### src/cache_pkg.sv
`default_nettype none

package cache_pkg;

	typedef logic [11:0] addr_t;
	typedef logic [31:0] word_t;
	typedef logic [4:0]  tag_t;
	typedef logic [2:0]  index_t;
	typedef logic [1:0]  offset_t;
	typedef logic [9:0]  mem_addr_t;

	typedef enum logic [1:0] {
		IDLE,
		WRITE,
		MISS_WAIT,
		FILL
	} ctrl_state_t;

	localparam int LINES       = 8;
	localparam int WORDS       = 4;
	localparam int QUEUE_DEPTH = 4;
	localparam int QUEUE_PTR_W = $clog2(QUEUE_DEPTH);
	localparam int MEM_LATENCY = 3;
	localparam int MEM_WORDS   = 1024;

	// address fields: index 11..9, tag 8..4, word 3..2
	function automatic index_t addr_index(input addr_t a);
		return a[11:9];
	endfunction

	function automatic tag_t addr_tag(input addr_t a);
		return a[8:4];
	endfunction

	function automatic offset_t addr_offset(input addr_t a);
		return a[3:2];
	endfunction

	function automatic mem_addr_t addr_word(input addr_t a);
		return a[11:2]; // byte bits dropped
	endfunction

endpackage

`default_nettype wire

### src/cache_data_store.sv
`timescale 1ns/1ps
`default_nettype none

module cache_data_store (
	input  logic               clk,
	input  logic               dwr_en,
	input  cache_pkg::index_t  dwr_index,
	input  cache_pkg::offset_t dwr_offset,
	input  cache_pkg::word_t   dwr_data,
	input  cache_pkg::addr_t   rd_addr,
	output cache_pkg::word_t   drd_data
);
	import cache_pkg::*;

	index_t  rd_index;
	offset_t rd_offset;
	word_t   bank_rd [WORDS];

	assign rd_index  = addr_index(rd_addr);
	assign rd_offset = addr_offset(rd_addr);

	// one bank per word position in the line
	for (genvar b = 0; b < WORDS; b++) begin : g_bank
		word_t bank [LINES];
		logic  bank_we;

		assign bank_we = dwr_en && (dwr_offset == offset_t'(b));

		always_ff @(posedge clk) begin
			if (bank_we) begin
				bank[dwr_index] <= dwr_data;
			end
		end

		assign bank_rd[b] = bank[rd_index]; // whole line read out
	end

	assign drd_data = bank_rd[rd_offset];

endmodule

`default_nettype wire

### config.mk
export PLATFORM = sky130hd
export DESIGN_NAME = cache_data_store
export DESIGN_NICKNAME = d
export VERILOG_FILES = /design/src/cache_pkg.sv /design/src/cache_data_store.sv
export SDC_FILE = /design/constraint.sdc
export NUM_CORES = 1
export LEC_CHECK = 0
export BUFFER_PORTS_ARGS = -buffer_cell sky130_fd_sc_hd__buf_2
export CAP_MARGIN = 15
export CORE_ASPECT_RATIO = 0.7
export CORE_MARGIN = 2
export CORE_UTILIZATION = 40
export CTS_CLUSTER_SIZE = 12
export DETAILED_ROUTE_END_ITERATION = 10
export PLACE_DENSITY = 0.61
export SLEW_MARGIN = 0
export SYNTH_ARGS = -nofsm -noshare
export SYNTH_HDL_FRONTEND = slang
export SYNTH_SLANG_ARGS = --single-unit
### constraint.sdc
create_clock -name clk -period 9.3 [get_ports clk]
set_input_delay 1.86 -clock clk [delete_from_list [all_inputs] [get_ports clk]]
set_output_delay 1.86 -clock clk [all_outputs]
set_load 0.02 [all_outputs]
# --- After elaboration in Yosys (flattened, before gate mapping) ---
# Memories as Yosys holds them, arrays and structs flattened.
# Index checks and enable logic that the tools add are counted.
word_totals:
  mem_bits_rw: 1024
  out_inout_bits: 32
  ff_bits: 0
  n_memories: 4
op_classes:
  bitwise_logic: 1
  mux: 11
  eq_ne: 3
  n_lt_le_gt_ge: 1
  reduce_logical: 5
mem_list:
  columns: ["memory", "words", "width", "read_ports", "rd_clocked_by_memory_dff", "wr", "line", "rtl"]
  rows:
  - ["g_bank[0].bank", 8, 32, 1, 0, 1, "cache_data_store.sv:24", "word_t bank [LINES];"]
  - ["g_bank[1].bank", 8, 32, 1, 0, 1, "cache_data_store.sv:24", null]
  - ["g_bank[2].bank", 8, 32, 1, 0, 1, "cache_data_store.sv:24", null]
  - ["g_bank[3].bank", 8, 32, 1, 0, 1, "cache_data_store.sv:24", null]
op_table:
  columns: ["op", "n"]
  rows:
  - ["$bmux 32 s2", 1]
  - ["$mux 32", 2]
  - ["$mux 1", 8]
  - ["$eq 2x2->1 const B", 2]
  - ["$logic_and 1x1->1", 4]
  - ["$ge 3x3->1 const B", 1]
  - ["$not 2->3", 1]
  - ["$eq 2x1->1 const B", 1]
  - ["$logic_not 2->1", 1]

# --- Logic depth before layout (Yosys ltp) ---
logic_depth:
  ltp_word: 4
  depth_mapped: 8

# --- Worst setup path after synthesis ---
# OpenSTA, ideal clock, no wires.
synth_timing:
  path_kind: "input to output"
  from: "input rd_addr[9]"
  to: "output drd_data[25]"
  n_path_buf: 4
  stages: 8
  setup_slack_ps: 4376
  required_ps: 7440
  arrival_ps: 3064
  cell_sequence: "buf_4 -> buf_6 -> buf_6 -> buf_6 -> mux2i_1 -> a22oi_1 -> a31oi_1 -> nand3_1"
synth_via:
  elab_chain_cells: 4
  word_cells_on_any_way: 7
  classes_between: "mux (3); memory (4)"
synth_rtl:
  columns: ["element", "line", "rtl"]
  rows:
  - ["from (decl)", "cache_data_store.sv:10", "input cache_pkg::addr_t rd_addr,"]
  - ["$mem_v2 8x32", null, null]
  - ["$bmux 32 s2 (*)", "cache_data_store.sv:38", "assign drd_data = bank_rd[rd_offset];"]
  - ["$mux 32 (implied by the code) (*) (2 in series)", "cache_data_store.sv:38", null]
  - ["to (decl)", "cache_data_store.sv:11", "output cache_pkg::word_t drd_data"]
# Every way passes the cells marked *; elsewhere a longest branch is shown, timed or not. The select of a mux whose other input is x is not followed.

# --- Worst setup path after layout ---
layout_timing:
  from: "input rd_addr[9]"
  to: "output drd_data[19]"
# The elaborated chain is that of the path after synthesis.

==> out/results.tsv <==
stage	metric	value	unit
sta	tns	0	ps
die	dieArea	102200	sq um
synth	synth_top_cell_by_area	edfxtp_1	
finish	layout-drive-gt1-share	0.1186	
placement	place_inst	3552	
routing	final_antenna_net_count	0	
sta	drv_slew	0	
global_routing	antenna_found_initial	0	
pwr	p_seq_frac	0.557	
flow_run	maxCapViolCount	0	
clocking	hold_buffers	0	
die	die_x	381.2	microns
synth	synthesis.instances	2228	
finish	synthToLayoutAreaGrowth	12.05	%
finish	multiInputGateArea	8613	sq um
placement	dpl-instance-area	41900	sq um
sta	worst_pin_slew	1157	ps
global_routing	grt_pass1_wl	140200	microns
synth	syn_area_per_cell	17.88	sq um
pwr	p_comb_frac	0.055	
clocking	cts_buffers	99	
global_routing	grt_pass1_vias	20550	
clocking	cts_resized	0	
finish	largest_reg_flops	1024	
sta	period_needed	6549	ps
pwr	powerDensity	206.9	nW/um^2
synth	synth_area	39850	sq um
finish	final_nets	2381	
sta	rsz0062_at_grt	no	
sta	setup-violations-final	0	
routing	drc_errors	0	
placement	place_congestion	0.7590	
placement	io_buffers	75	
clocking	clock_path_buffers	3	
synth	synth_warnings	0	
finish	final_area	44650	sq um
pwr	switching_share	0.2132	
sta	post-route-period-util	0.7042	
global_routing	overflow	0	
routing	wirelength	97430	microns
synth	yosysSeqAreaShare	0.7717	
finish	top_regs	g_bank.bank: 1024 flops	
routing	dr.first_iter.drc_count	1982	
sta	final_hold_viol_count	0	
placement	hpwlAfterDp	51950	microns
pwr	peakVddDrop	138.4	uV
status	status	finished clean	
pwr	p_int	7.268	mW
die	core.rowCount	96	
critical_path	cp.arrival	4690	ps
die	die_y	268.1	microns
synth	ys_ff_latch	1024	
critical_path	start_kind	input port	
clocking	clock-sinks	1024	
global_routing	grt_max_degree	95	
sta	relSlewSlack	0.2289	
clocking	htree_levels	3	
min_path	min_path_type	in -> reg	
finish	seqCellArea	30750	sq um
critical_path	cp.required	7440	ps
die	io_pins	83	
routing	vias_per_cell	5.583	
synth	synth_top_area_share	0.7717	
die	initial_core_util	0.4051	
critical_path	end_kind	output pin	
routing	first_pass_iters	5	
synth	synth_nets	2279	
synth	synth.distinct_cells	23	
finish	fillers	8313	
pwr	finalPower	9.238	mW
clocking	root_buffer	clkbuf_16	
synth	ys_top_cells_by_area	edfxtp_1, mux2i_1, a22oi_1	
sta	clock.fmax	0.1527	GHz
clocking	clk_pin_slew	60	ps
critical_path	critPathMaxFanout	94	
clocking	cts_tree	yes	
die	fp.coreArea	98370	sq um
finish	stdcell_count	3695	
global_routing	grt_util_all_layers	0.1896	
pwr	clkPwrFrac	0.387	
critical_path	crit_type	in -> out	
routing	wl_per_cell	26.37	microns
clocking	postCtsSetupBuffers	0	
pwr	power.leakage	15.26	nW
finish	top_register	g_bank.bank	
routing	vias	20630	
pwr	p_sw	1.969	mW
==> power groups by stage <==
stage	Combinational, mW	Clock, mW	Sequential, mW
after detailed placement	0.514	0	5.24
after CTS	0.515	3.65	5.15
after global placement	0.503	0	5.24
after global routing	0.547	3.83	5.15
after floorplan	0.300	0	5.24
final	0.511	3.58	5.15
==> cell usage in the layout (no fill, tap or decap), types with 12 or more instances in the layout <==
cell type | netlist | final
nand3_1 | 98 | 98
edfxtp_1 | 1024 | 1024
a21oi_1 | 96 | 96
buf_4 | 33 | 45
clkbuf_16 | 0 | 101
nand2_1 | 98 | 97
clkinv_1 | 0 | 12
a22o_1 | 64 | 64
nor3_1 | 32 | 32
mux2i_1 | 512 | 512
a22oi_1 | 96 | 96
clkbuf_1 | 40 | 19
nor2_4 | 0 | 33
a31oi_1 | 32 | 32
buf_2 | 29 | 74
==> stage by stage <==
step | setup slack [ps] | hold slack, ps | util
after detailed placement | 2771 | 2355 | 0.4259
after floorplan | 4376 | 1959 | -
after CTS | 2777 | 1604 | 0.4538
final | 2751 | 1653 | 0.4539
after global placement | 2775 | 2337 | 0.4259
after global routing | 2616 | 1653 | 0.4538
==> final cells by class <==
cell class | count | share of cell area
sequential | 1024 | 0.6887
multi-input combinational | 1077 | 0.1929
clock buffer | 120 | 0.05820
tap | 1323 | 0.03707
timing repair buffer | 128 | 0.01978
clock inverter | 21 | 0.003251
antenna | 2 | 0.0001121
==> path summary, 6_finish.rpt <==
path	startpoint	endpoint	slack [ps]	cells past startpoint
max	rd_addr[9]	drd_data[19]	2750	8
min	dwr_data[3]	g_bank[3].bank[2][3]	1650	1
==> critical path, cell delays in order <==
cell and delay (ps):
buf_8 680, buf_4 640, mux2i_1 260, a22o_1 160, nor3_1 50, a31oi_1 480, nand3_1 180, buf_2 210
==> cells by family after synthesis <==
logic type	count (synthesis)	synth area share
mux	512	0.1286
compound gates	288	0.04924
flops	1024	0.7717
buf+inv	127	0.01900
simple gates	277	0.03146
==> cells in the mapped netlist <==
cell type and count:
a21oi_1 96, a22o_1 64, a22oi_1 96, a31oi_1 32
and2_1 1, buf_1 8, buf_2 29, buf_4 33
buf_6 15, clkbuf_1 40, clkbuf_4 2, edfxtp_1 1024
mux2i_1 512, nand2_1 98, nand2b_1 2, nand3_1 98
nand3b_1 5, nor2_1 34, nor2b_1 2, nor3_1 32
or2_2 1, or3_1 1, or3b_2 3
==> metal layers <==
layer,vias up,routed length [microns],GRT usage
li1,9076,-,-
met1,10770,44510,0.2734
met2,649,45080,0.3005
met3,134,5830,0.02905
met4,0,2011,0.05267
met5,-,0,0
(Power assumes the default switching activity.)
