===== config.mk =====
export PLATFORM = sky130hd
export DESIGN_NAME = cache_tag_store
export DESIGN_NICKNAME = d
export VERILOG_FILES = /design/src/cache_pkg.sv /design/src/cache_tag_store.sv
export SDC_FILE = /design/constraint.sdc
export NUM_CORES = 1
export LEC_CHECK = 0
export BUFFER_PORTS_ARGS = -buffer_cell sky130_fd_sc_hd__buf_2
export CAP_MARGIN = 20
export CORE_UTILIZATION = 50
export CTS_CLUSTER_DIAMETER = 30
export CTS_CLUSTER_SIZE = 8
export DETAILED_ROUTE_END_ITERATION = 8
export HOLD_SLACK_MARGIN = 0.08
export PLACE_DENSITY = 0.78
export REMOVE_ABC_BUFFERS = 1
export SLEW_MARGIN = 20
export SYNTH_ARGS = -nofsm -noshare
export SYNTH_HDL_FRONTEND = slang
export SYNTH_SLANG_ARGS = --single-unit

===== constraint.sdc =====
create_clock -name clk -period 2 [get_ports clk]
set_clock_uncertainty 0.1 [all_clocks]
set_input_delay 0.3 -clock clk [delete_from_list [all_inputs] [get_ports clk]]
set_output_delay 0.3 -clock clk [all_outputs]
set_load 0.05 [all_outputs]

===== src/cache_pkg.sv =====
`default_nettype none

package cache_pkg;

	typedef logic [11:0] addr_t;
	typedef logic [31:0] word_t;
	typedef logic [4:0]  tag_t;
	typedef logic [2:0]  index_t;
	typedef logic [1:0]  offset_t;
	typedef logic [9:0]  mem_addr_t;

	typedef enum logic [1:0] {
		IDLE,
		WRITE,
		MISS_WAIT,
		FILL
	} ctrl_state_t;

	localparam int LINES       = 8;
	localparam int WORDS       = 4;
	localparam int QUEUE_DEPTH = 4;
	localparam int QUEUE_PTR_W = $clog2(QUEUE_DEPTH);
	localparam int MEM_LATENCY = 3;
	localparam int MEM_WORDS   = 1024;

	// address fields: index 11..9, tag 8..4, word 3..2
	function automatic index_t addr_index(input addr_t a);
		return a[11:9];
	endfunction

	function automatic tag_t addr_tag(input addr_t a);
		return a[8:4];
	endfunction

	function automatic offset_t addr_offset(input addr_t a);
		return a[3:2];
	endfunction

	function automatic mem_addr_t addr_word(input addr_t a);
		return a[11:2]; // byte bits dropped
	endfunction

endpackage

`default_nettype wire


===== src/cache_tag_store.sv =====
`timescale 1ns/1ps
`default_nettype none

module cache_tag_store (
	input  logic               clk,
	input  logic               arst_n,
	input  logic               q_valid,
	input  logic               q_write,
	input  cache_pkg::addr_t   q_addr,
	input  cache_pkg::word_t   q_wdata,
	input  logic               lk_take,
	input  logic               upd_en,
	input  cache_pkg::index_t  upd_index,
	input  cache_pkg::tag_t    upd_tag,
	input  cache_pkg::offset_t upd_offset,
	output logic               q_pop,
	output logic               lk_valid,
	output logic               lk_write,
	output cache_pkg::addr_t   lk_addr,
	output cache_pkg::word_t   lk_wdata,
	output logic               lk_hit
);
	import cache_pkg::*;

	tag_t             tag_array  [LINES];
	logic [WORDS-1:0] word_valid [LINES];

	index_t  lk_index;
	offset_t lk_offset;
	logic    load;

	// register free or being handed off this cycle
	assign q_pop = !lk_valid || lk_take;
	assign load  = q_pop && q_valid;

	assign lk_index  = addr_index(lk_addr);
	assign lk_offset = addr_offset(lk_addr);
	assign lk_hit    = lk_valid && word_valid[lk_index][lk_offset]
			&& (tag_array[lk_index] == addr_tag(lk_addr));

	always_ff @(posedge clk or negedge arst_n) begin
		if (!arst_n) begin
			lk_valid <= 1'b0;
		end else if (q_pop) begin
			lk_valid <= q_valid;
		end
	end

	always_ff @(posedge clk) begin
		if (load) begin
			lk_write <= q_write;
			lk_addr  <= q_addr;
			lk_wdata <= q_wdata;
		end
	end

	always_ff @(posedge clk) begin
		if (upd_en) begin
			tag_array[upd_index] <= upd_tag;
		end
	end

	always_ff @(posedge clk or negedge arst_n) begin
		if (!arst_n) begin
			word_valid <= '{default: '0};
		end else if (upd_en) begin
			if (tag_array[upd_index] != upd_tag) begin
				word_valid[upd_index] <= WORDS'(1) << upd_offset; // new tag, drop siblings
			end else begin
				word_valid[upd_index][upd_offset] <= 1'b1;
			end
		end
	end

endmodule

`default_nettype wire


== Yosys cells after proc, flatten, opt, wreduce, memory -nomap -nowiden ==
Memories as Yosys holds them, arrays and structs flattened. A register that Yosys moved wholly into a read port is not among the register bits.
Cells that the tools add are included.
Cells by class
  magnitude comparators: 6
  equality and inequality tests: 2
  shifts and indexed selects: 1
  muxes and demuxes: 16
  bitwise logic cells: 3
  reductions and logical operators: 7
Operators with widths (number)
  $bwmux W32: 1
  $mux W32: 1
  $or A32 B32 Y32: 1
  $demux W4 S3: 2
  $mux W4: 4
  $bmux W4 S3: 1
  $ge A4 B4 Y1 const B: 2
  $not A3 Y4: 2
  $lt A2 B3 Y1 const B: 2
  $eq A5 B5 Y1: 1
  $logic_and A1 B1 Y1: 5
  $ne A5 B5 Y1: 1
  $lt A4 B1 Y1 const B: 1
  $mux W1: 4
  $shl A1 B2 Y4 const A: 1
  $mux W3: 1
  $bmux W1 S2: 1
  $demux W1 S2: 1
  $ge A2 B1 Y1 const B: 1
  $logic_not A1 Y1: 1
  $logic_or A1 B1 Y1: 1
Word-level totals
  flip-flop bits (word level): 78
  memory bits (writable): 40
  output and inout bits: 48
  word-level logic and storage cells: 48
  memories: 1
Memories
  tag_array: words 8, bits a word 5, read ports 2, clocked after memory_dff 1, wr ports 1, RTL line cache_tag_store.sv:25  | tag_t tag_array [LINES];

== Longest topological paths before layout ==
  depth after elaboration: 8
  gate-level depth with buffers: 8

== Worst setup path before layout ==
Ideal clock, no wire load.
  kind: register to output
  start: reg lk_addr[9]
  end: out lk_hit
  arrival: 3.011 ns
  required time: 1.600 ns
  path slack: -1.411 ns
  cell stages (with the launch flop): 6
  path buffers: 1
  cells stage by stage: edfxtp_1 -> clkbuf_1 -> mux4_2 -> o2111ai_1 -> nand4_1 -> nor3_1
Between the ends
  longest elaborated chain between the ends: 8
Ends and longest elaborated chain
  start: declaration: RTL line cache_tag_store.sv:19  | output cache_pkg::addr_t lk_addr,
  start signal: assignment: RTL line cache_tag_store.sv:52  | lk_addr <= q_addr;
  $not A3 Y4 (not written as such): RTL line cache_tag_store.sv:38  | assign lk_hit = lk_valid && word_valid[lk_index][lk_offset]
  $bmux W4 S3: RTL line cache_tag_store.sv:38
  $mux W4 (not written as such) (2 in series): RTL line cache_tag_store.sv:38
  $bmux W1 S2: RTL line cache_tag_store.sv:38
  $mux W1 (not written as such): RTL line cache_tag_store.sv:38
  $logic_and A1 B1 Y1: RTL line cache_tag_store.sv:38
  $logic_and A1 B1 Y1: RTL line cache_tag_store.sv:39  | && (tag_array[lk_index] == addr_tag(lk_addr));
  end: declaration: RTL line cache_tag_store.sv:21  | output logic lk_hit
No other way between the ends. The select of a mux whose other input is x is not followed.

==> run_results.csv <==
group,metric,value,unit
status,status,"finished, violations left",
status,violations,"setup timing",
logic_synthesis,ys_types,32,
finish,drive_above_1_share,0.447,
worst_setup_path,critPathMaxStageDelay,0.54,ns
logic_synthesis,synth_compound_area_frac,0.109,
clock_network,cts.sinks,121,
logic_synthesis,synth_edf_count,85,
timing,slew_headroom,0.491,
global_routing,grt_remaining_overflow,0,
logic_synthesis,synth_xor_area_frac,0.0144,
logic_synthesis,yosysMostFrequentCell,"edfxtp_1",
drt,initialDrtViolationCount,496,
timing,max_freq,329,MHz
clock_network,numCtsBuffers,17,
finish,final_cell_area,8150,µm²
logic_synthesis,synth-seq-cells,121,
finish,syn_to_final_growth,48.4,%
timing,tightest_slew,0.764,ns
worst_setup_path,path_class,"reg2out",
global_routing,grt_pass1_vias,4637,
global_routing,grt_pass1_wl,26.8,mm
finish,multiInputGateArea,2080,µm²
worst_setup_path,worst_ep_required_time,1.60,ns
logic_synthesis,ys_async_sr_fraction,0.273,
drt,routed_wl,18.5,mm
clock_network,clkLatencyLatePin,0.53,ns
pwr,power,0.00819,W
logic_synthesis,synthMuxAreaShare,0.147,
worst_setup_path,crit_fanout,10,
die,num_io_pins,108,
finish,register_area,3440,µm²
clock_network,tritoncts,"yes",
timing,setup_slack,-1.04,ns
logic_synthesis,yosysSeqAreaShare,0.626,
logic_synthesis,yosys_warnings,0,
clock_network,clk_path_buf_depth,2,
worst_setup_path,path_cells,"buf_12 > mux4_2 > mux2i_2 > xor2_1 > nand4_1 > nor3_2 > buf_4 > buf_12",
worst_setup_path,cpMostUsedCell,"buf_12",
timing,period_needed,3.04,ns
die,die_area,11400,µm²
global_routing,antenna_found_initial,0,
timing,finalHoldViolCount,0,
drt,drt-pass1-iter-count,6,
global_routing,grt_max_degree,34,
timing,rsz0062_at_grt,"true",
logic_synthesis,synthSimpleGateAreaFrac,0.0524,
worst_setup_path,crit_path_end_kind,"primary output",
logic_synthesis,synth-main-ff-cell,"edfxtp_1",
worst_setup_path,critPathSlowestCell,"mux4_2",
pwr,static-leakage-power,3.31,nW
logic_synthesis,synth_area_leaders,"edfxtp_1 47%, dfrtp_1 15%, mux4_2 9.0%, o31ai_2 6.4%, mux2i_1 3.6%",
global_routing,grt_use_total,0.333,
clock_network,path_clk_slew,0.06,ns
min_path,min_path_type,"in2reg",
drt,vias_per_cell,6.00,
drt,drc,0,
worst_setup_path,critical_path_arrival,2.64,ns
clock_network,root_buffer,"clkbuf_8",
logic_synthesis,synth_top_family_by_area,"multiplexers",
logic_synthesis,syn-mean-instance-area,14.7,µm²
pwr,ir_worst_vdd,0.972,mV
die,dieHeight,107,µm
timing,setup_viol,33,
finish,nFillCells,565,
place,gp_congestion,0.849,
drt,wl_per_cell,24.7,µm
timing,tns,-21.20,ns
finish,fin_nets,658,
drt,vias,4483,
logic_synthesis,synth_cells,373,
drt,ant_nets,0,
logic_synthesis,yosys.area_share.adder,0,
timing,fin_crit_sh,1.52,
logic_synthesis,yosysTopAreaCell,"edfxtp_1",
timing,slew_viol_final,0,
pwr,powerDensity,1000,nW/µm²
die,coreArea,10500,µm²
place,postPlaceCellArea,6620,µm²
worst_setup_path,cp-start-kind,"flop",
die,die_x,107,µm
finish,num_antenna_cells,0,
die,rows,37,
place,post-place-ws,-0.515,ns
timing,hold_slack,0.256,ns
place,placement.io_buffers,107,
run,maxCapViolations,0,
logic_synthesis,synth_top_area_frac,0.465,
clock_network,cts_max_level,4,
logic_synthesis,netlist_area,5490,µm²
place,hpwlAfterDp,8.99,mm
logic_synthesis,synth_common_cells,"85 x edfxtp_1, 42 x inv_1, 34 x nor2_1",
die,start_util,0.525,
[layout make-up]
cell class	count	area share
sequential	121	0.422
timing repair buffer	228	0.214
inverter	42	0.0193
tap	136	0.0209
clock buffer	18	0.0513
multi-input combinational	188	0.256
clock inverter	14	0.0170
[path summary, 6_finish.rpt]
path                                       from  cells after the start        endpoint  slack (ns)
worst max-delay path                       flop                      8          lk_hit       -1.04
worst min-delay path                     upd_en                      5   word_valid[1]        0.26
worst max register to register  tag_array[2][3]                     10  word_valid[30]       -0.71
worst min register to register   word_valid[26]                      2  word_valid[26]        0.43
max in group asynchronous                arst_n                      2   word_valid[8]        1.03
min in group asynchronous                arst_n                      2        lk_valid        0.28
[report_power, final]
part           switching (W)  internal, W
Combinational        0.00113     0.000927
Clock                0.00127      0.00167
Sequential          0.000203      0.00298
Total                0.00261      0.00558
[timing repair]
item / in CTS / in global routing
hold buffers: 53 / 0
pin swaps: 19 / 16
gates cloned: 3 / 0
endpoints found under the hold margin: 122 / 0
setup endpoints to repair: 33 / 34
resized for setup: 28 / 29
buffers inserted: 1 / 8
[state kept, by name (all words and copies together), names as in the netlist, named ones only]
| register | count |
|---|---|
| lk_valid | 1 |
| lk_wdata | 32 |
| word_valid | 32 |
| lk_addr | 12 |
| lk_write | 1 |
| tag_array | 40 |
[through the flow]
| stage | utilization | instances |
|---|---|---|
| 5_1_grt | 0.779 | 747 |
| 6_report | 0.779 | 747 |
| 4_1_cts | 0.763 | 742 |
| 3_5_place_dp | 0.633 | 653 |
| 2_1_floorplan | - | 351 |
| 3_3_place_gp | 0.633 | 653 |
[logic make-up (layout without fill, tap and decap cells)]
logic type	count (synthesis)	in the layout
flops	121	121
compound gates	68	68
buf+inv	64	302
simple gates	63	63
mux	48	48
xor+xnor	9	9
[metal layers]
| layer | global-route usage | vias to the layer above | part of all wire |
|---|---|---|---|
| met5 | 0 | - | 0 |
| met2 | 0.590 | 326 | 0.54 |
| met4 | 0.229 | 0 | 0.071 |
| met3 | 0.0742 | 87 | 0.066 |
| met1 | 0.353 | 2227 | 0.33 |
| li1 | - | 1843 | - |
[critical path: cells and delay by family, from the launching register on]
kind          cells  cell delay (ns)
flops             1             0.34
buf+inv           3             0.43
mux               2             0.78
simple gates      2             0.35
xor+xnor          1             0.22
[cells in the final DEF, fill, tap and decap left out, types with 2 or more instances in the layout]
cell and n:
clkbuf_16 16, dfxtp_1 2, o31ai_4 30, nor2_1 34, nand2b_1 5, inv_1 42, nand4_1 3, dlygate4sd3_1 53
buf_6 4, mux2i_2 3, clkinvlp_4 4, nand3_1 5, buf_4 55, mux4_2 22, nand2_1 7, inv_6 5
clkinv_4 4, dfrtp_1 33, xor2_1 8, nor2b_1 3, buf_12 10, o31ai_2 2, edfxtp_1 85, mux2i_1 16
a21oi_1 32, mux2_2 3, buf_2 105, mux4_1 3
Power figures use the tool's default switching activity.
