==> config.mk <==
export PLATFORM = sky130hd
export DESIGN_NAME = cache_req_queue
export DESIGN_NICKNAME = d
export VERILOG_FILES = /design/src/cache_pkg.sv /design/src/cache_req_queue.sv
export SDC_FILE = /design/constraint.sdc
export NUM_CORES = 1
export LEC_CHECK = 0
export BUFFER_PORTS_ARGS = -buffer_cell sky130_fd_sc_hd__buf_2
export CAP_MARGIN = 20
export CORE_ASPECT_RATIO = 0.9
export CORE_MARGIN = 4
export CORE_UTILIZATION = 50
export DETAILED_ROUTE_END_ITERATION = 16
export GPL_TIMING_DRIVEN = 1
export PLACE_DENSITY_LB_ADDON = 0.3
export SLEW_MARGIN = 10
export SYNTH_ARGS = -nofsm -noshare
export SYNTH_HDL_FRONTEND = slang
export SYNTH_SLANG_ARGS = --single-unit
export TNS_END_PERCENT = 5
==> constraint.sdc <==
create_clock -name clk -period 4.36 [get_ports clk]
set_input_delay 0.436 -clock clk [delete_from_list [all_inputs] [get_ports clk]]
set_output_delay 0.436 -clock clk [all_outputs]
set_load 0.03 [all_outputs]
==> src/cache_pkg.sv <==
`default_nettype none

package cache_pkg;

	typedef logic [11:0] addr_t;
	typedef logic [31:0] word_t;
	typedef logic [4:0]  tag_t;
	typedef logic [2:0]  index_t;
	typedef logic [1:0]  offset_t;
	typedef logic [9:0]  mem_addr_t;

	typedef enum logic [1:0] {
		IDLE,
		WRITE,
		MISS_WAIT,
		FILL
	} ctrl_state_t;

	localparam int LINES       = 8;
	localparam int WORDS       = 4;
	localparam int QUEUE_DEPTH = 4;
	localparam int QUEUE_PTR_W = $clog2(QUEUE_DEPTH);
	localparam int MEM_LATENCY = 3;
	localparam int MEM_WORDS   = 1024;

	// address fields: index 11..9, tag 8..4, word 3..2
	function automatic index_t addr_index(input addr_t a);
		return a[11:9];
	endfunction

	function automatic tag_t addr_tag(input addr_t a);
		return a[8:4];
	endfunction

	function automatic offset_t addr_offset(input addr_t a);
		return a[3:2];
	endfunction

	function automatic mem_addr_t addr_word(input addr_t a);
		return a[11:2]; // byte bits dropped
	endfunction

endpackage

`default_nettype wire

==> src/cache_req_queue.sv <==
`timescale 1ns/1ps
`default_nettype none

module cache_req_queue (
	input  logic             clk,
	input  logic             arst_n,
	input  logic             req_valid,
	input  logic             req_write,
	input  cache_pkg::addr_t req_addr,
	input  cache_pkg::word_t req_wdata,
	input  logic             q_pop,
	output logic             req_credit,
	output logic             q_valid,
	output logic             q_write,
	output cache_pkg::addr_t q_addr,
	output cache_pkg::word_t q_wdata
);
	import cache_pkg::*;

	logic  fifo_write [QUEUE_DEPTH];
	addr_t fifo_addr  [QUEUE_DEPTH];
	word_t fifo_wdata [QUEUE_DEPTH];

	logic [QUEUE_PTR_W-1:0] wr_ptr;
	logic [QUEUE_PTR_W-1:0] rd_ptr;
	logic [QUEUE_PTR_W:0]   count;

	logic push;
	logic pop;

	assign push = req_valid; // requester only sends with credit in hand
	assign pop  = q_pop && q_valid;

	assign q_valid    = (count != '0);
	assign q_write    = fifo_write[rd_ptr];
	assign q_addr     = fifo_addr[rd_ptr];
	assign q_wdata    = fifo_wdata[rd_ptr];
	assign req_credit = pop; // freed slot goes straight back

	always_ff @(posedge clk or negedge arst_n) begin
		if (!arst_n) begin
			wr_ptr <= '0;
			rd_ptr <= '0;
			count  <= '0;
		end else begin
			if (push) begin
				wr_ptr <= wr_ptr + 1'b1;
			end
			if (pop) begin
				rd_ptr <= rd_ptr + 1'b1;
			end
			unique case ({push, pop})
				2'b10:   count <= count + 1'b1;
				2'b01:   count <= count - 1'b1;
				default: count <= count;
			endcase
		end
	end

	always_ff @(posedge clk) begin
		if (push) begin
			fifo_write[wr_ptr] <= req_write;
			fifo_addr[wr_ptr]  <= req_addr;
			fifo_wdata[wr_ptr] <= req_wdata;
		end
	end

endmodule

`default_nettype wire

Word-level counts from Yosys, hierarchy flattened. Memories as Yosys holds them, arrays and structs flattened. Cells that the tools add are included.

Bits in registers: 7. RAM bits: 180. Input port bits: 49. Output and inout bits: 47. Word-level logic and storage cells: 18. Memories kept: 3.

Memories: fifo_wdata (words 4, width 32, read ports 1, clocked after memory_dff 0, write ports 1, line cache_req_queue.sv:22) `word_t fifo_wdata [QUEUE_DEPTH];`; fifo_addr (words 4, width 12, read ports 1, clocked after memory_dff 0, write ports 1, line cache_req_queue.sv:21) `addr_t fifo_addr [QUEUE_DEPTH];`; fifo_write (words 4, width 1, read ports 1, clocked after memory_dff 0, write ports 1, line cache_req_queue.sv:20) `logic fifo_write [QUEUE_DEPTH];`.

Add/subtract/negate cells: 4. Equality and inequality tests: 2. Mux-type cells: 3. Reduce and logical (&&, ||, !) cells: 3.

Operators with widths (number): $pmux W3 S2 (1); $add A2 B1 Y2 const B (2); $add A3 B1 Y3 const B (1); $reduce_bool A3 Y1 (1); $sub A3 B1 Y3 const B (1); $eq A2 B1 Y1 const B (1); $eq A2 B2 Y1 const B (1); $mux W1 (2); $reduce_bool A2 Y1 (1); $logic_and A1 B1 Y1 (1).

Logic depth before layout (Yosys ltp). Gate-level depths: netlist of the first run.

Depth after elaboration: 4. Gate-level depth with buffers: 7. Gate-level depth less buffers: 7.

Worst setup path after synthesis of the first run. OpenSTA, ideal clock, no wires.

Path kind: reg-to-reg. Start point: register wr_ptr[0]. End point: memory fifo_addr[2][0] (netlist name) (enable). Library setup time: 0.407 ns. Arrival time: 1.701 ns. Data required time: 3.953 ns. Path slack: 2.252 ns. Cell stages (with the launch flop): 4. Buffers on the path: 0. Clock period less this slack: 2.108 ns. Cells stage by stage: dfrtp_1 inv_1 ha_1 and2_1.

RTL lines: start, declared (line cache_req_queue.sv:24) `logic [QUEUE_PTR_W-1:0] wr_ptr;`; start signal, assigned (line cache_req_queue.sv:47) `wr_ptr <= wr_ptr + 1'b1;`; end, declared (line cache_req_queue.sv:21).

Straight into the memory's write port.

Worst setup path in the final report of the first run.
Start point: register rd_ptr[0]. End point: output q_wdata[5].

Longest elaborated chain between the ends: 1.

Ends and longest elaborated chain: start, declared (line cache_req_queue.sv:25) `logic [QUEUE_PTR_W-1:0] rd_ptr;`; start signal, assigned (line cache_req_queue.sv:50) `rd_ptr <= rd_ptr + 1'b1;`; $mem_v2 Z4 W32; end, declared (line cache_req_queue.sv:16) `output cache_pkg::word_t q_wdata`.

Every way passes these cells.

==> results of run 1 <==
kinds of logic after synthesis:
group / Yosys count / synth area share
xor gates and xnor gates: 6 / 0.007598
and+or+nand+nor: 8 / 0.006150
AOI/OAI and AO/OA: 2 / 0.001989
DFF: 187 / 0.8068
adders and majority gates: 6 / 0.01194
muxes: 46 / 0.1480
buffers and inverters: 16 / 0.01755
worst min path at each step:
| stage | from | endpoint | depth (start not counted) | slack [ps] |
|---|---|---|---|---|
| after floorplan | arst_n | count[0] | 0 | 140 |
| final | req_wdata[11] | fifo_wdata[2][11] | 1 | 220 |
| after global routing | req_wdata[29] | fifo_wdata[2][29] | 1 | 200 |
| after CTS | req_wdata[11] | fifo_wdata[2][11] | 1 | 210 |
| after detailed placement | arst_n | count[2] | 1 | 280 |
| after global placement | arst_n | count[2] | 1 | 270 |
state kept, by name, summed over array words and instances (netlist names):
register and count:
rd_ptr 2, count 3, fifo_write 4, fifo_addr 48, wr_ptr 2, fifo_wdata 128
Yosys cell counts, drive strengths merged, types with 2 or more instances:
master  number  area (sq um)
buf         10         98.84
mux4        45          1013
dfrtp        7         175.2
inv          6         22.52
xnor2        2         17.52
edfxtp     180          5405
and2         4         25.02
xor2         4         35.03
ha           5         62.56
nand2        2         7.510
per-layer routing:
metal / global-route usage / share of wire / up-vias
met5: 0 / 0 / -
met4: 0.05118 / 0.0076 / 0
met3: 0.06035 / 0.060 / 9
met2: 0.2567 / 0.49 / 98
met1: 0.2068 / 0.44 / 1589
li1: - / - / 1363
area by class of cell:
type / count / area [sq um] / share of cell area
flip-flops and latches: 187 / 5585 / 0.6896
multi-input cells: 68 / 1220 / 0.1506
repair buffers: 101 / 523.0 / 0.06458
clock buffers: 20 / 436.7 / 0.05392
well taps: 168 / 210.2 / 0.02595
clock inverters: 12 / 101.3 / 0.01251
inverters: 6 / 22.52 / 0.002781
per-stage QoR:
step | instance area, sq um | hold slack, ps | power [mW]
finish | 8099 | 224.6 | 5.810
global route | 8099 | 204.0 | 6.104
CTS | 8099 | 207.2 | 5.891
detailed placement | 7551 | 283.4 | 4.493
global placement | 7551 | 273.2 | 4.465
floorplan | 6917 | 140.4 | 4.012
power by group through the flow:
stage	registers, mW	clock network [mW]	logic, mW
after floorplan	2.46	0	1.55
after global placement	2.67	0	1.80
after detailed placement	2.69	0	1.81
after CTS	2.65	1.43	1.81
after global routing	2.70	1.52	1.89
final	2.63	1.40	1.78
worst max-delay path, cell delays in order (launching register included):
cell and delay (ps):
dfrtp_4 1060, mux4_2 630, buf_2 200
what timing repair did:
| action | CTS | global route |
|---|---|---|
| hold endpoints to repair | 7 | 0 |
| buffers inserted | 0 | 0 |
| gates resized for setup | 0 | 0 |
| hold buffers | 1 | 0 |
==> qor.yml, run 1 <==
critical_path:
  cp.arrival_ps: 2320
  crit_end: "q_wdata[5]"
  crit_required_ps: 3920
  critPathMaxFanout: 47
  r2r-start: "wr_ptr[0]"
  r2r_slack_ps: 2280
  startpoint: "rd_ptr[0]"
  ff2ff_path_depth: 4
  r2r_end: "fifo_wdata[2][4]"
  critPathCaptureType: "output pin"
  path_class: "register to output pin"
  start_kind: "register"
timing:
  finalSetupTns_ps: 0
  rsz0062_at_grt: "no"
  tightest_slew_ps: 944.6
  drv_slew: 0
  max_slew_margin: 0.3703
  period_share: 0.6329
  fmax_mhz: 362.4
  period_needed_ps: 2759
  setup_violations: 0
  setup_slack_ps: 1601
  fin_worst_skew_ps: 6.804
  hold_viol_final: 0
drt:
  post_drt_wl_per_cell_um: 20.71
  via_count: 3059
  drc: 0
  drt_wl_total_um: 11640
  vias_per_cell: 5.443
  drt_first_iter_violations: 239
  drtAntennaViolNets: 0
  firstDrtPassIters: 4
finish:
  antennaDiodeCount: 0
  instances_no_fill: 562
  final_common_cell: "edfxtp_1"
  fin_util: 0.6016
  nets: 436
  fillers: 960
  drive_above_1_share: 0.4492
  syn2layout_area_growth_pct: 17.09
  final_cell_mix: "edfxtp_1, buf_2, mux4_2"
cts:
  clk-insertion-delay-late_ps: 420
  cts_root_buf: "clkbuf_16"
  clockBufferDepth: 2
  h-tree-depth: 4
  cts_sinks: 187
  cts_tree: "yes"
  path_clk_slew_ps: 60
  cts_made_buffers: 17
hold_path:
  hold_path_class: "input pin to register"
floorplan:
  io_pins: 96
  dieArea_sq_um: 15780
  die_h_um: 119.6
  die_w_um: 132.0
  initial_core_util: 0.5138
  core_sq_um: 13460
  fp-row-count: 40
placed_design:
  io_buffers: 95
  hpwl_um: 6943
  place_inst: 529
  place.gp.congestion: 0.6896
  dp_slack_ps: 1980
pwr:
  netSwitchingPower_mw: 1.970
  p_per_area_nw_per_um2: 717.3
  intPower_mw: 3.839
  p_clk_frac: 0.241
  p_seq_frac: 0.453
  power_frac_comb: 0.307
  p_leak_nw: 2.795
  switching_share: 0.3392
  peakVddDrop_mv: 0.4397
logic_synthesis:
  synthCells: 271
  yosysUniqueCellTypes: 20
  synth_ff_type: "edfxtp_1"
  yosysSeqAreaShare: 0.8068
  yosysWarnings: 0
  synth_seq_cells: 187
  syn_area_per_cell_sq_um: 25.52
  async_flop_share: 0.03743
  synthesis.nets: 326
  synth_edf_count: 180
  syn_area_sq_um: 6917
global_route:
  grt_pass1_wl_um: 18740
  grt_max_degree: 48
  grt_util_all_layers: 0.1606
  antenna_found_initial: 0
  grt_pass1_vias: 3334
  grt_overflow: 0
status:
  status: "finished, final reports clean"
flow_run:
  drv_cap: 0
Power figures use the tool's default switching activity.
==> run 2: changes to the inputs <==
--- a/config.mk
+++ b/config.mk
@@ -5,6 +5,7 @@
 export SDC_FILE = /design/constraint.sdc
 export NUM_CORES = 1
 export LEC_CHECK = 0
+export ABC_AREA = 1
 export BUFFER_PORTS_ARGS = -buffer_cell sky130_fd_sc_hd__buf_2
 export CAP_MARGIN = 20
 export CORE_ASPECT_RATIO = 0.9
==> constraint.sdc (replaced) <==
create_clock -name clk -period 2.2 [get_ports clk]
set_input_delay 0.22 -clock clk [delete_from_list [all_inputs] [get_ports clk]]
set_output_delay 0.22 -clock clk [all_outputs]
set_load 0.03 [all_outputs]
==> run 2 against run 1 <==
Compared with the run above: synthesized cell count grew 110%; flip-flop and latch count is the same; final area up 14%; worst setup slack lost 1400 ps; count of clock-buffer cells in the layout down 3; die area is 8.6% higher; power up 120%; register-to-register slack worse by 1900 ps.
==> qor.yml, run 2 <==
drt:
  via_count: 4606
  drc: 0
  vias_per_cell: 4.947
  post_drt_wl_per_cell_um: 15.13
  drt_wl_total_um: 14080
  drtAntennaViolNets: 0
  firstDrtPassIters: 6
  drt_first_iter_violations: 283
timing:
  period_share: 0.9226
  finalSetupTns_ps: 0
  setup_violations: 0
  max_slew_margin: 0.7111
  fmax_mhz: 492.7
  rsz0062_at_grt: "no"
  drv_slew: 0
  setup_slack_ps: 170.2
  hold_viol_final: 0
  fin_worst_skew_ps: 6.849
  period_needed_ps: 2030
  tightest_slew_ps: 433.4
global_route:
  grt_pass1_vias: 4673
  grt_overflow: 0
  grt_max_degree: 85
  antenna_found_initial: 0
  grt_pass1_wl_um: 22640
  grt_util_all_layers: 0.1735
critical_path:
  cp.arrival_ps: 1810
  crit_required_ps: 1980
  r2r_slack_ps: 400
  critPathCaptureType: "output pin"
  start_kind: "register"
  ff2ff_path_depth: 11
  path_class: "register to output pin"
  r2r-start: "count[0]"
  r2r_end: "count[2]"
  critPathMaxFanout: 19
pwr:
  finalPower_mw: 12.97
  peakVddDrop_mv: 0.9332
  p_leak_nw: 3.824
  p_per_area_nw_per_um2: 1402
hold_path:
  hold_path_class: "input pin to register"
  holdPathEnd: "fifo_wdata[2][13]"
  min_path_cells: 1
  min_from: "req_wdata[13]"
finish:
  top_regs: "fifo_wdata (128), fifo_addr (48), fifo_write (4)"
  fin_util: 0.6262
  syn2layout_area_growth_pct: 22.37
  final_cell_mix: "edfxtp_1, nand2_1, inv_1"
  largest_reg_flops: 128
  drive_above_1_share: 0.2049
  final_common_cell: "edfxtp_1"
  nets: 774
  top_register: "fifo_wdata"
logic_synthesis:
  async_flop_share: 0.03743
  syn_area_sq_um: 7556
  yosys.area.top_type_share: 0.7154
  synth_ff_type: "edfxtp_1"
  yosysMostFrequentCell: "edfxtp_1"
  synth_commonest_cells: "edfxtp_1, nand2_1, inv_1"
  yosysSeqAreaShare: 0.7385
  synthCells: 580
  yosysUniqueCellTypes: 17
  synthesis.nets: 635
  syn_area_per_cell_sq_um: 13.03
  yosysWarnings: 0
  synth_seq_cells: 187
  ys_top_cells_by_area: "edfxtp_1, o211ai_1, nand2_1"
  yosys.area.top_type: "edfxtp_1"
  synth_edf_count: 180
floorplan:
  fp-row-count: 42
  die_w_um: 137.6
  initial_core_util: 0.5117
  die_h_um: 124.6
  core_sq_um: 14770
  io_pins: 96
  dieArea_sq_um: 17150
cts:
  cts_setup_buffers: 0
  cts_sinks: 187
  path_clk_slew_ps: 60
  cts_made_buffers: 17
  h-tree-depth: 4
  clk-insertion-delay-late_ps: 420
  cts_root_buf: "clkbuf_16"
  cts_tree: "yes"
  clockBufferDepth: 2
placed_design:
  hpwl_um: 8496
  io_buffers: 95
  dp_slack_ps: 410.4
  place.gp.congestion: 0.7485
flow_run:
  drv_cap: 0
status:
  status: "finished, final reports clean"
## run 2: changes by cell type after synthesis, moves of 2 or more
cell / delta
buf_6: +9
nand2_1: +150
clkbuf_1: +12
and2_1: -4
mux4_2: -45
buf_12: -2
xor2_1: -3
inv_1: +99
inv_2: +2
o211ai_1: +90
nand3_1: +4
## run 2: logic make-up (layout without fill, tap and decap cells)
kind of cell | Yosys count | in the layout | share of synthesized area
flip-flops | 187 | 187 | 0.7385
XOR/XNOR | 2 | 2 | 0.002319
other | 0 | 1 | 0
AND/OR/NAND/NOR | 157 | 157 | 0.07899
buffers and inverters | 136 | 288 | 0.07849
adder cells (fa/ha/maj) | 6 | 6 | 0.01093
AO/OA/AOI/OAI | 92 | 92 | 0.09074
## run 2: layout make-up
| class | instances | area (sq um) |
|---|---|---|
| fillers | 1105 | 5520 |
| inverters | 107 | 404.1 |
| clock inverters | 15 | 197.7 |
| clock buffers | 17 | 425.4 |
| well taps | 198 | 247.7 |
| flip-flops and latches | 187 | 5582 |
| diodes | 1 | 2.502 |
| multi-input cells | 257 | 1383 |
| repair buffers | 149 | 1005 |
## run 2: report_power, final
group / switching, mW / internal [mW] / total [mW]
registers: 0.218 / 4.66 / 4.88
logic: 3.53 / 1.39 / 4.92
clock network: 1.26 / 1.90 / 3.16
## run 2: worst max-delay path, cell delays in order (launching register included)
cell	delay, ps
dfrtp_2	560
buf_4	350
o211ai_1	130
nand2_1	130
buf_2	210
## run 2: worst max path at each step
stage	from	endpoint	slack, ps
floorplan	count[0]	count[2]	130
global placement	count[0]	count[2]	530
detailed placement	count[0]	count[2]	410
CTS	rd_ptr[0]	q_wdata[12]	30
global route	rd_ptr[0]	q_wdata[30]	40
finish	rd_ptr[1]	q_wdata[30]	170
## run 2: metrics by stage
stage	area, sq um	hold WS [ps]	cells
after floorplan	7556	-75.59	580
after global placement	8237	65.22	860
after detailed placement	8237	64.16	860
after CTS	9240	1.618	930
after global routing	9244	5.951	930
final	9246	26.65	931
## run 2: per-layer routing
layer	global-route usage	wire length [um]	vias to the layer above
li1	-	-	2282
met1	0.2088	5964	2180
met2	0.2974	7164	130
met3	0.05089	814	14
met4	0.05634	140	0
met5	0	0	-
## run 2: repair_timing
action                                 CTS  global route
hold buffers                            38             0
resized for setup                        0             1
setup endpoints to repair                0            12
endpoints found under the hold margin  152             0
